**src/verilog/rx_macros.svh**
```systemverilog
// constants shared by the receiver RTL
// comma prefixes are bits abcdeif with the first received bit in the msb
// register offsets assume 32-bit aligned accesses
`ifndef RX_MACROS_SVH
`define RX_MACROS_SVH

`define RX_FIFO_DEPTH   16
`define RX_COMMA_NEG    7'b0011111  // K28.5 sent with rd-
`define RX_COMMA_POS    7'b1100000  // K28.5 sent with rd+
`define RX_ADDR_DATA    4'h0
`define RX_ADDR_STATUS  4'h4
`define RX_ADDR_COUNT   4'h8
`define RX_ADDR_CTRL    4'hC
`define RX_AXIL_AW      4

`endif

```
**src/verilog/rx_pkg.sv**
```systemverilog
// types passed along the receive chain and to the register slave
// all structs are packed, msb first as declared
package rx_pkg;

    // aligned symbol, code[9] is bit a, code[0] is bit j
    typedef struct packed {
        logic       valid;
        logic [9:0] code;
    } rx_sym_t;

    // decoded symbol
    typedef struct packed {
        logic       valid;
        logic       k;      // control symbol
        logic       err;    // code or disparity error
        logic [7:0] data;   // HGFEDCBA
    } rx_byte_t;

    // first received byte in b0
    typedef struct packed {
        logic [7:0] b0;
        logic [7:0] b1;
        logic [7:0] b2;
    } rx_word_t;

    typedef struct packed {
        logic [7:0] dec_err_cnt;
        logic [7:0] lost_cnt;
        logic       locked;
        logic       empty;
        logic       full;
        logic [4:0] count;
    } rx_stat_t;

endpackage

```
**src/verilog/word_fifo.sv**
```systemverilog
// synchronous first-word-fall-through FIFO, rdata is valid while not empty
// depth must be a power of two and at most 16 for the 5-bit count
`timescale 1ns/1ns
`include "rx_macros.svh"

module word_fifo (
    input  logic             WCLK,
    input  logic             RESET_WCLK,
    input  logic             push,
    input  rx_pkg::rx_word_t wdata,
    input  logic             pop,
    output rx_pkg::rx_word_t rdata,
    output logic             empty,
    output logic             full,
    output logic [4:0]       count
);
    import rx_pkg::*;

    localparam int AW = $clog2(`RX_FIFO_DEPTH);

    rx_word_t        mem [`RX_FIFO_DEPTH];
    logic [AW-1:0]   wptr;
    logic [AW-1:0]   rptr;
    logic            do_push;
    logic            do_pop;

    assign empty   = (count == 5'd0);
    assign full    = (count == 5'(`RX_FIFO_DEPTH));
    assign do_push = push && !full;     // overflow is dropped
    assign do_pop  = pop && !empty;
    assign rdata   = mem[rptr];

    always_ff @(posedge WCLK) begin
        if (do_push) begin
            mem[wptr] <= wdata;
        end
    end

    always_ff @(posedge WCLK) begin
        if (RESET_WCLK) begin
            wptr  <= '0;
            rptr  <= '0;
            count <= 5'd0;
        end else begin
            if (do_push) begin
                wptr <= wptr + 1'b1;
            end
            if (do_pop) begin
                rptr <= rptr + 1'b1;
            end
            case ({do_push, do_pop})
                2'b10:   count <= count + 5'd1;
                2'b01:   count <= count - 5'd1;
                default: count <= count;
            endcase
        end
    end

    // the register slave only pops a non-empty FIFO
    a_no_pop_empty: assert property (
        @(posedge WCLK) disable iff (RESET_WCLK)
        !(pop && empty)
    );

    a_count_max: assert property (
        @(posedge WCLK) disable iff (RESET_WCLK)
        count <= 5'(`RX_FIFO_DEPTH)
    );

endmodule

```
**config.mk**
```make
export PLATFORM = sky130hd
export DESIGN_NAME = word_fifo
export DESIGN_NICKNAME = d
export VERILOG_FILES = /design/src/verilog/rx_pkg.sv /design/src/verilog/word_fifo.sv
export VERILOG_INCLUDE_DIRS = /design/src /design/src/verilog
export SDC_FILE = /design/constraint.sdc
export NUM_CORES = 1
export LEC_CHECK = 0
export CAP_MARGIN = 25
export CORE_MARGIN = 2
export CORE_UTILIZATION = 35
export CTS_BUF_LIST = sky130_fd_sc_hd__clkbuf_8
export DETAILED_ROUTE_END_ITERATION = 12
export DONT_BUFFER_PORTS = 1
export GPL_ROUTABILITY_DRIVEN = 0
export GPL_TIMING_DRIVEN = 0
export PLACE_DENSITY_LB_ADDON = 0.25
export SLEW_MARGIN = 10
export SYNTH_ARGS = -nofsm -noshare
export SYNTH_HDL_FRONTEND = slang
export SYNTH_SLANG_ARGS = --single-unit
```
**constraint.sdc**
```tcl
create_clock -name WCLK -period 7.3 [get_ports WCLK]
set_input_delay 0.365 -clock WCLK [delete_from_list [all_inputs] [get_ports WCLK]]
set_output_delay 0.365 -clock WCLK [all_outputs]
set_load 0.02 [all_outputs]
```
### After elaboration in Yosys (flattened, before gate mapping)

Memories as Yosys holds them, arrays and structs flattened. A register that Yosys moved wholly into a read port is not among the register bits.
Cells that the tools add are included.
Widths: inputs -> output; s select.

* $add $sub $neg: 4
* equality and inequality tests: 3
* mux-type cells: 5
* reduce and logical (&&, ||, !) cells: 6

Operators by type and width (count)
* $pmux 5 s2: 1
* $add 4x1->4 const B: 2
* $mux 4: 2
* $add 5x1->5 const B: 1
* $eq 5x5->1 const B: 1
* $logic_not 5->1: 1
* $sub 5x1->5 const B: 1
* $eq 2x1->1 const B: 1
* $eq 2x2->1 const B: 1
* $logic_and 1x1->1: 2
* $logic_not 1->1: 2
* $mux 1: 2
* $reduce_bool 2->1: 1

* flip-flop bits (word level): 13
* bits in writable memories: 384
* input port bits: 28
* word-level logic and storage cells: 22
* memories: 1

Memories
* mem: words 16, width 24, rd ports 1, clocked after Yosys merged registers in 1, write ports 1, RTL line word_fifo.sv:21 `` rx_word_t mem [`RX_FIFO_DEPTH]; ``

### Logic depth before layout (Yosys ltp)

Gate-level depths: netlist (run 1).

* depth in word-level cells: 5
* mapped depth: 12
* depth with buffers taken out: 9

### Worst setup path after synthesis (run 1)

No wires, ideal clock.

* path kind: register to register
* from: register count[2]
* to: memory mem[0][0] in the netlist's numbering (enable)
* setup time: 0.435 ns
* data arrival time: 3.008 ns
* slack: 3.857 ns
* stages on the path, launching flop included: 7
* buffers on the path: 2
* period minus slack after synthesis: 3.443 ns
* path through: dfxtp_1 -> clkbuf_1 -> or4_1 -> buf_2 -> o21a_1 -> nand2_1 -> nor3_1

* longest elaborated chain between the ends: 5

RTL lines
* start, declared: RTL line word_fifo.sv:15 `output logic [4:0] count`
* start signal, assigned: RTL line word_fifo.sv:52 `2'b10: count <= count + 5'd1;`
* start signal, assigned: RTL line word_fifo.sv:53 `2'b01: count <= count - 5'd1;`
* start signal, assigned: RTL line word_fifo.sv:54 `default: count <= count;`
* $eq 5x5->1: RTL line word_fifo.sv:28 `` assign full = (count == 5'(`RX_FIFO_DEPTH)); ``
* $logic_not 1->1: RTL line word_fifo.sv:29 `assign do_push = push && !full;`
* $logic_and 1x1->1: RTL line word_fifo.sv:29
* $mux 1: RTL line word_fifo.sv:34 `if (do_push) begin`
* $mux 1 (not written as such): RTL line word_fifo.sv:35 `mem[wptr] <= wdata;`
* end, declared: RTL line word_fifo.sv:21

No other way between the ends.

==> results of run 1 <==
layout make-up:
class | instances | area share
Sequential cell | 401 | 0.653
Multi-Input combinational cell | 215 | 0.189
Clock buffer | 72 | 0.0545
Tap cell | 585 | 0.0403
Timing Repair Buffer | 50 | 0.0378
Buffer | 37 | 0.0119
Clock inverter | 39 | 0.0114
Inverter | 7 | 0.00145
Antenna cell | 1 | 0.000138
report_power, final:
group          internal (mW)  leakage (nW)  switching (mW)  total [mW]
Combinational          0.443          1.35           0.569        1.01
Sequential              2.61          3.61          0.0508        2.66
Clock                  0.969         0.695           0.815        1.78
Total                   4.02          5.65            1.44        5.46
what timing repair did:
item	4_1_cts	5_1_grt
hold buffers	24	0
setup buffers	0	0
hold endpoints to repair	384	0
stage by stage:
stage,setup WS (ps),power [mW],area [um^2]
floorplan,3860,3.43,15400
global placement,1690,3.65,16200
detailed placement,3980,3.70,16700
CTS,3750,5.54,18200
global route,3660,5.70,18200
finish,3850,5.46,18200
worst max-delay path: cells and delay by family, from the launching register on:
family	cells	cell delay [ps]
muxes	2	980
DFF	1	360
buffers and inverters	3	1180
Yosys cell counts:
cell type  instances  area (um^2)
xnor2_1            1         8.76
o211ai_2           1         12.5
buf_8              4         60.1
o21a_1             5         37.5
nand2_1            6         22.5
nor3_1             7         35.0
o31ai_1            1         7.51
o22ai_1            1         6.26
mux2i_1            3         30.0
nor2b_1            1         6.26
inv_1              6         22.5
o2111ai_1          1         8.76
a31oi_1            1         6.26
clkbuf_1          15         56.3
nand4b_1           1         8.76
o21ai_2            1         8.76
a221o_1            1         10.0
a22oi_1            2         15.0
clkbuf_2           1         5.00
buf_2             10         50.1
xor2_1             7         61.3
nand3b_1           3         22.5
ha_1               8          100
buf_6              2         22.5
and3b_1            1         8.76
and3_1             1         6.26
buf_4              1         7.51
buf_1              4         15.0
or3_1              1         6.26
nor2_1            26         97.6
edfxtp_1         384        11500
nor4b_1            1         8.76
inv_2              1         3.75
o221ai_1           1         8.76
or4_1              3         22.5
dfxtp_1           17          340
nand3_1            1         5.00
o211ai_1           3         22.5
mux4_2           120         2700
a21oi_1            3         15.0
nand2b_1           3         18.8
sequential cells by signal, summed over array words and instances, names as in the netlist, named ones only:
register  flops
count         5
mem         384
rptr          4
wptr          4
metal layers:
| metal | global-route usage | vias up | part of all wire |
|---|---|---|---|
| met2 | 0.255 | 197 | 0.52 |
| met5 | 0 | - | 0.0012 |
| met3 | 0.0394 | 54 | 0.059 |
| met1 | 0.181 | 3798 | 0.41 |
| li1 | - | 3047 | - |
| met4 | 0.0465 | 6 | 0.017 |
kinds of logic (layout without fill, tap and decap cells):
family / count (synthesis) / in the layout
xor gates and xnor gates: 8 / 8
and+or+nand+nor: 55 / 55
other: 0 / 1
muxes: 123 / 123
buffers and inverters: 44 / 205
adders and majority gates: 8 / 8
AOI/OAI and AO/OA: 21 / 21
DFF: 401 / 401
how the worst max path moves through the flow:
stage	end	slack [ps]	depth (start not counted)
3_5_place_dp	count[2]$_SDFFE_PP0P_	3980	12
4_1_cts	rdata[8]	3750	5
5_1_grt	rdata[8]	3660	5
2_1_floorplan	mem[0][0]$_DFFE_PP_	3860	6
6_report	rdata[8]	3850	5
3_3_place_gp	mem[2][15]$_DFFE_PP_	1690	6
==> flow_summary.ini, run 1 <==
[run_status]
status = finished clean

[final_layout]
post-route-util = 0.419
register_area_um2 = 11900
fin_cells = 1407
num-nets-final = 814
final_common_cell = edfxtp_1
final_cell_mix = edfxtp_1, mux4_2, clkbuf_8
nFillCells = 3772
area_growth_pct = 17.7
multi_input_area_um2 = 3440
drive_above_1_share = 0.319

[route]
detail_route.first_pass.iterations = 5
drtIter0Drc = 549
drt-total-wl_um = 33600
vias = 7102
drcViolationCount = 0
viasPerCell = 5.05
ant_nets = 0
wl_per_cell_um = 23.9

[logic_synthesis]
synth_cell_types = 41
synthXorXnorAreaFrac = 0.00454
synth_top_family_by_area = multiplexers
synth_area_um2 = 15400
synthMuxAreaShare = 0.177
ys_seq_elements = 401
synthCells = 660
yosys_warnings = 0
synthSimpleGateAreaFrac = 0.0174
syn_nets = 696
synth_compound_area_frac = 0.0103
synth_fa_ha_area_frac = 0.00648
syn_area_per_cell_um2 = 23.4
yosysSeqAreaShare = 0.769

[clocking]
cts_resized = 0
tritoncts = built
path_clk_slew_ps = 60
htreeDepth = 3
clock-sinks = 401
numCtsBuffers = 66
clk_path_buf_depth = 3
clock_latency_ps = 560
root_buffer = clkbuf_8

[critical_path]
cp.arrival_ps = 3090
crit_type = reg -> out
r2r_slack_ps = 3930
crit_path_max_incr_delay_ps = 600
cp-start-kind = flip-flop
path_cells = clkbuf_1 -> clkbuf_1 -> buf_2 -> mux4_2 -> mux4_2
r2r_end = count[2]$_SDFFE_PP0P_
critPathSlowestCell = mux4_2
critPathRequiredTime_ps = 6930
regToRegStartpoint = count[2]$_SDFFE_PP0P_
cp-end-kind = primary output
ff2ff_path_depth = 12
crit_fanout = 10

[grt]
grt_pass1_wl_um = 49600
grt_pass1_vias = 7760
grt.overflow.total = 0
grt_start_max_net_pins = 19
grt_use_total = 0.147
antenna_found_initial = 4

[die]
die_h_um = 214
die_x_um = 214
placement_rows = 76
die_area_um2 = 45800
io_pins = 59
start_util = 0.356
core_um2 = 43400

[power]
powerDensity_nw_per_um2 = 300
power.leakage_nw = 5.65
irDropWorstVdd_v = 0.000173

[timing]
hold_violations = 0
worstMarginPinSlew_ps = 954
period_needed_ps = 3450
rsz0062_at_grt = false
clock-skew-final_ps = 17.0
setup_violations = 0
holdWs_ps = 86.6
final_max_slew_viol_count = 0
max_freq_mhz = 290
fin_crit_sh = 0.473
setup-tns-final_ps = 0
max_slew_margin = 0.364

[place]
dp_hpwl_um = 21900
dp_cells = 1270
place.port_buffers = 0

[worst_hold_path]
min_path_type = in -> reg
worstHoldPathCells = 3
min_from = pop

[flow_run]
drv_cap = 0
No activity file was read; power rests on OpenSTA's default activity.
==> inputs of run 2 (changes only) <==
clock period = 3.1 ns   (was 7.3 ns; I/O delays follow)
==> run 2 against run 1 <==
Effect of this change:
- clock-buffer cell count fell by 10
- core utilization is 0.16 points higher
- die area did not move
- first-iteration DRC count is 15% higher
- largest cell class unchanged
- register-to-register slack worse by 3800 ps
==> flow_summary.ini, run 2 (synthesis results as in run 1) <==
[critical_path]
cp.arrival_ps = 3500
crit_top_cell = or4_1
critPathRequiredTime_ps = 3640
cp-start-kind = flip-flop
critPathSlowestCell = or4_1
crit_type = reg -> reg
path_cells = clkbuf_4 -> or4_1 -> buf_4 -> o21a_4 -> inv_2 -> ha_2 -> clkbuf_1 -> or4_1 -> a21oi_1 -> a31oi_1 -> nand3b_1
crit_fanout = 10
ff2ff_path_depth = 11
cp-end-kind = flip-flop
crit_path_max_incr_delay_ps = 600

[timing]
worstMarginPinSlew_ps = 873
final_max_slew_viol_count = 0
holdWs_ps = 92.0
setup-tns-final_ps = 0
max_freq_mhz = 337
fin_crit_sh = 0.956
hold_violations = 0
setup_violations = 0
max_slew_margin = 0.418
period_needed_ps = 2960
clock-skew-final_ps = 18.0
setup_ws_ps = 137

[power]
pwr-share-clk = 0.323
p_switching_mw = 3.40
powerDensity_nw_per_um2 = 707
power_switching_share = 0.263
total_power_mw = 12.9
p_int_mw = 9.51
irDropWorstVdd_v = 0.000576
combPwrFrac = 0.191
power.leakage_nw = 5.63
seqPwrFrac = 0.486

[grt]
grt_start_max_net_pins = 19
antenna_found_initial = 2
grt_pass1_wl_um = 49200
grt.overflow.total = 0
grt_use_total = 0.146
grt_pass1_vias = 7669

[clocking]
path_clk_slew_ps = 60
tritoncts = built
htreeDepth = 2
root_buffer = clkbuf_8
clk_path_buf_depth = 3
cts_setup_buffers = 0
clock-sinks = 401
numCtsBuffers = 61
clock_latency_ps = 610

[die]
die_x_um = 214
io_pins = 59
start_util = 0.356
placement_rows = 76
die_h_um = 214
die_area_um2 = 45800
core_um2 = 43400

[place]
dp_cells = 1266
place.port_buffers = 0
dp_slack_ps = -262
dp_hpwl_um = 21600
placed_area_um2 = 16700

[route]
vias = 7066
viasPerCell = 5.03
wl_per_cell_um = 23.7
drt-total-wl_um = 33300
drtIter0Drc = 629
detail_route.first_pass.iterations = 5
ant_nets = 0
drcViolationCount = 0

[final_layout]
fin_cells = 1405
num-nets-final = 808
top_regs = mem x384, count x5
multi_input_area_um2 = 3490
drive_above_1_share = 0.330
nFillCells = 3740
design_area_um2 = 18200
area_growth_pct = 18.1
register_area_um2 = 11900
final_common_cell = edfxtp_1
post-route-util = 0.421
largest_reg_flops = 384
final_cell_mix = edfxtp_1, mux4_2, clkbuf_8
regMostFlops = mem

[flow_run]
drv_cap = 0

[worst_hold_path]
worstHoldPathCells = 3
min_path_type = in -> reg

[run_status]
status = finished clean
[run 2: cell count changes in the layout (fill, tap and decap cells not counted), moves of 5 or more]
cell,delta
clkbuf_2,+7
clkbuf_1,-9
buf_2,-5
clkinv_1,+7
buf_8,+8
buf_6,-8
clkbuf_8,-9
[run 2: what timing repair did]
action                                  in CTS  in global routing
hold buffers                                27                  0
pin swaps                                    0                  1
gates resized for setup                     15                 18
endpoints found under the setup margin      26                 14
cloned                                       0                  0
endpoints found under the hold margin      398                  0
[run 2: worst max-delay path: cells and delay by family, from the launching register on]
family                   cells  cell delay, ps
AO/OA/AOI/OAI                3             490
AND/OR/NAND/NOR              3            1110
adder cells (fa/ha/maj)      1             260
flip-flops                   1             360
buffers and inverters        4             670
[run 2: layout make-up]
cell class / count / share of cell area
Clock inverter: 48 / 0.0177
Buffer: 37 / 0.0138
Tap cell: 585 / 0.0401
Multi-Input combinational cell: 215 / 0.191
Sequential cell: 401 / 0.651
Timing Repair Buffer: 49 / 0.0376
Inverter: 7 / 0.00144
Antenna cell: 1 / 0.000137
Clock buffer: 62 / 0.0468
[run 2: metal layers]
metal | global-route usage | up-vias | wire length [um] | share of wire
met3 | 0.0336 | 51 | 1710 | 0.051
li1 | - | 3046 | - | -
met4 | 0.0375 | 2 | 566 | 0.017
met2 | 0.252 | 186 | 17300 | 0.52
met5 | 0 | - | 13 | 0.00039
met1 | 0.187 | 3781 | 13700 | 0.41
[run 2: power groups by stage]
stage	logic (mW)	clock network, mW	registers, mW
after floorplan	1.73	0	6.35
after global placement	2.22	0	6.37
after detailed placement	2.37	0	6.38
after CTS	2.50	4.29	6.26
after global routing	2.65	4.53	6.28
final	2.47	4.17	6.27
[run 2: worst paths after layout]
kind | start | end | slack (ps)
worst max-delay path | count[2]$_SDFFE_PP0P_ | count[4]$_SDFFE_PP0P_ | 140
worst min register to register | rptr[2]$_SDFFE_PP0P_ | rptr[2]$_SDFFE_PP0P_ | 570
worst min-delay path | pop | count[3]$_SDFFE_PP0P_ | 90
worst max register to register | count[2]$_SDFFE_PP0P_ | count[4]$_SDFFE_PP0P_ | 140
==> inputs of run 3 (changes only) <==
ABC_AREA = 1   (was unset)
CTS_CLUSTER_SIZE = 12   (was unset)
PLACE_DENSITY = 0.59   (was unset)
PLACE_DENSITY_LB_ADDON = unset   (was 0.25)
==> run 3 against run 2 <==
Effect of this change:
- critical path type is now reg -> out
- clock power rose by 1%
- via count rose by 40%
- wire length rose by 33%
- critical endpoint is now rdata[21]
- critical path depth fell by 4
- global-route usage rose by 3.9 points
- setup slack improved by 7.4 ps
- largest power group unchanged
- clock-buffer cell count rose by 6
- core utilization fell by 0.42 points
- synthesized area rose by 5.3%
==> flow_summary.ini, run 3 <==
[run_status]
status = finished clean

[route]
ant_nets = 0
dr_wl_met2_um = 21700
met1_length_um = 18200
route.met3.wl_um = 3290
drcViolationCount = 0
dr.max_layer_used = met4
viasPerCell = 5.20
vias = 9914
drtIter0Drc = 887
detail_route.first_pass.iterations = 5
wl_per_cell_um = 23.2
drt-total-wl_um = 44200

[logic_synthesis]
ys_seq_elements = 401
synth_cell_types = 27
yosys_warnings = 0
synthCells = 1149
synthTopCellsByArea = edfxtp_1, mux2i_1, o211ai_1
yosysTopAreaCell = edfxtp_1
ys_top_cells_by_count = edfxtp_1, inv_1, o21ai_0, a21oi_1
synth_ff_type = edfxtp_1
synth_area_um2 = 16300
synth_edf_count = 384
syn_area_per_cell_um2 = 14.2
async_reset_ff_frac = 0
syn_nets = 1185
yosysSeqAreaShare = 0.730
synthMostInstantiatedCell = edfxtp_1
synth_top_area_frac = 0.709

[critical_path]
cp.arrival_ps = 2800
crit_top_cell = clkbuf_1
cp-end-kind = primary output
regToRegStartpoint = count[2]$_SDFFE_PP0P_
crit_type = reg -> out
path_cells = clkbuf_1 -> inv_1 -> clkbuf_1 -> buf_2 -> o211ai_1 -> nand3_1 -> nand2_1
critPathRequiredTime_ps = 2940
critPathSlowestCell = clkbuf_1
cp-start-kind = flip-flop
r2r_end = mem[6][10]$_DFFE_PP_
r2r_slack_ps = 710
crit_path_max_incr_delay_ps = 650
crit_fanout = 10
ff2ff_path_depth = 7

[final_layout]
largest_reg_flops = 384
regMostFlops = mem
top_regs = mem x384, count x5
drive_above_1_share = 0.114
num-nets-final = 1296
design_area_um2 = 19000
area_growth_pct = 16.8
final_common_cell = edfxtp_1
multi_input_area_um2 = 3630
register_area_um2 = 11900
nFillCells = 4116
final_cell_mix = edfxtp_1, inv_1, o21ai_0

[grt]
grt_pass1_wl_um = 64600
antenna_found_initial = 0
grt_use_total = 0.186
grt_start_max_net_pins = 25
grt_pass1_vias = 10099
grt.overflow.total = 0

[die]
die_area_um2 = 48200
core_um2 = 45600
placement_rows = 78
io_pins = 59
die_h_um = 220
start_util = 0.357
die_x_um = 220

[place]
dp_hpwl_um = 27500
dp_slack_ps = 691
place.port_buffers = 0
placed_area_um2 = 17500

[clocking]
path_clk_slew_ps = 50
cts_setup_buffers = 0
clock_latency_ps = 610
htreeDepth = 3
tritoncts = built
clock-sinks = 401
numCtsBuffers = 66
clk_path_buf_depth = 3
root_buffer = clkbuf_8

[power]
total_power_mw = 14.1
irDropWorstVdd_v = 0.000335
powerDensity_nw_per_um2 = 744
power.leakage_nw = 6.48

[timing]
hold_violations = 0
rsz0062_at_grt = false
period_needed_ps = 2960
setup_violations = 0
max_freq_mhz = 338
worstMarginPinSlew_ps = 950
setup_ws_ps = 144
clock-skew-final_ps = 33.8
holdWs_ps = 372
max_slew_margin = 0.366
final_max_slew_viol_count = 0
fin_crit_sh = 0.954

[flow_run]
drv_cap = 0

[worst_hold_path]
min_from = pop
worstHoldPathCells = 3
holdPathEnd = rptr[1]$_SDFFE_PP0P_
min_path_type = in -> reg
## run 3: layout make-up
type	count	area share
inverter	122	0.0241
tap	600	0.0395
antenna	1	0.000132
clock inverter	46	0.0132
sequential	401	0.625
multi-input combinational	557	0.191
timing repair buffer	43	0.0351
buffer	69	0.0225
clock buffer	68	0.0493
## run 3: power breakdown
group	total [mW]	switching (mW)	leakage (nW)	internal, mW
logic	3.62	2.53	2.18	1.09
clock network	4.23	2.09	0.689	2.14
registers	6.27	0.135	3.61	6.14
## run 3: through the flow
step                std cells  TNS [ps]  utilization
finish                   1907         0        0.417
global route             1906         0        0.417
CTS                      1906         0        0.417
detailed placement       1765         0        0.385
global placement         1749   -269490        0.373
floorplan                1149         0            -
## run 3: critical path, delay by kind of cell (launching register included)
family / cells / cell delay [ps]
and+or+nand+nor: 2 / 370
AOI/OAI and AO/OA: 1 / 200
buffers and inverters: 4 / 1340
DFF: 1 / 300
## run 3: cell families after synthesis
kind of cell,after synthesis,share of synthesized area
AOI/OAI and AO/OA,323,0.114
xor gates and xnor gates,5,0.00269
adders and majority gates,8,0.00616
buffers and inverters,191,0.0543
DFF,401,0.730
muxes,96,0.0591
and+or+nand+nor,125,0.0332
## run 3: worst max-delay path by stage
stage	end	slack, ps
final	rdata[21]	140
after global routing	rdata[21]	40
after CTS	rdata[22]	80
after detailed placement	mem[6][14]$_DFFE_PP_	690
after global placement	mem[10][11]$_DFFE_PP_	-880
after floorplan	mem[11][0]$_DFFE_PP_	620
## run 3: layer usage
metal,track usage,vias up
met5,0,-
met1,0.240,4945
met4,0.0608,0
met2,0.312,391
met3,0.0378,71
li1,-,4507
## run 3: what timing repair did
action / CTS / global route
resized for setup: 0 / 2
hold endpoints to repair: 401 / 0
hold buffers: 27 / 0
endpoints found under the setup margin: 0 / 1
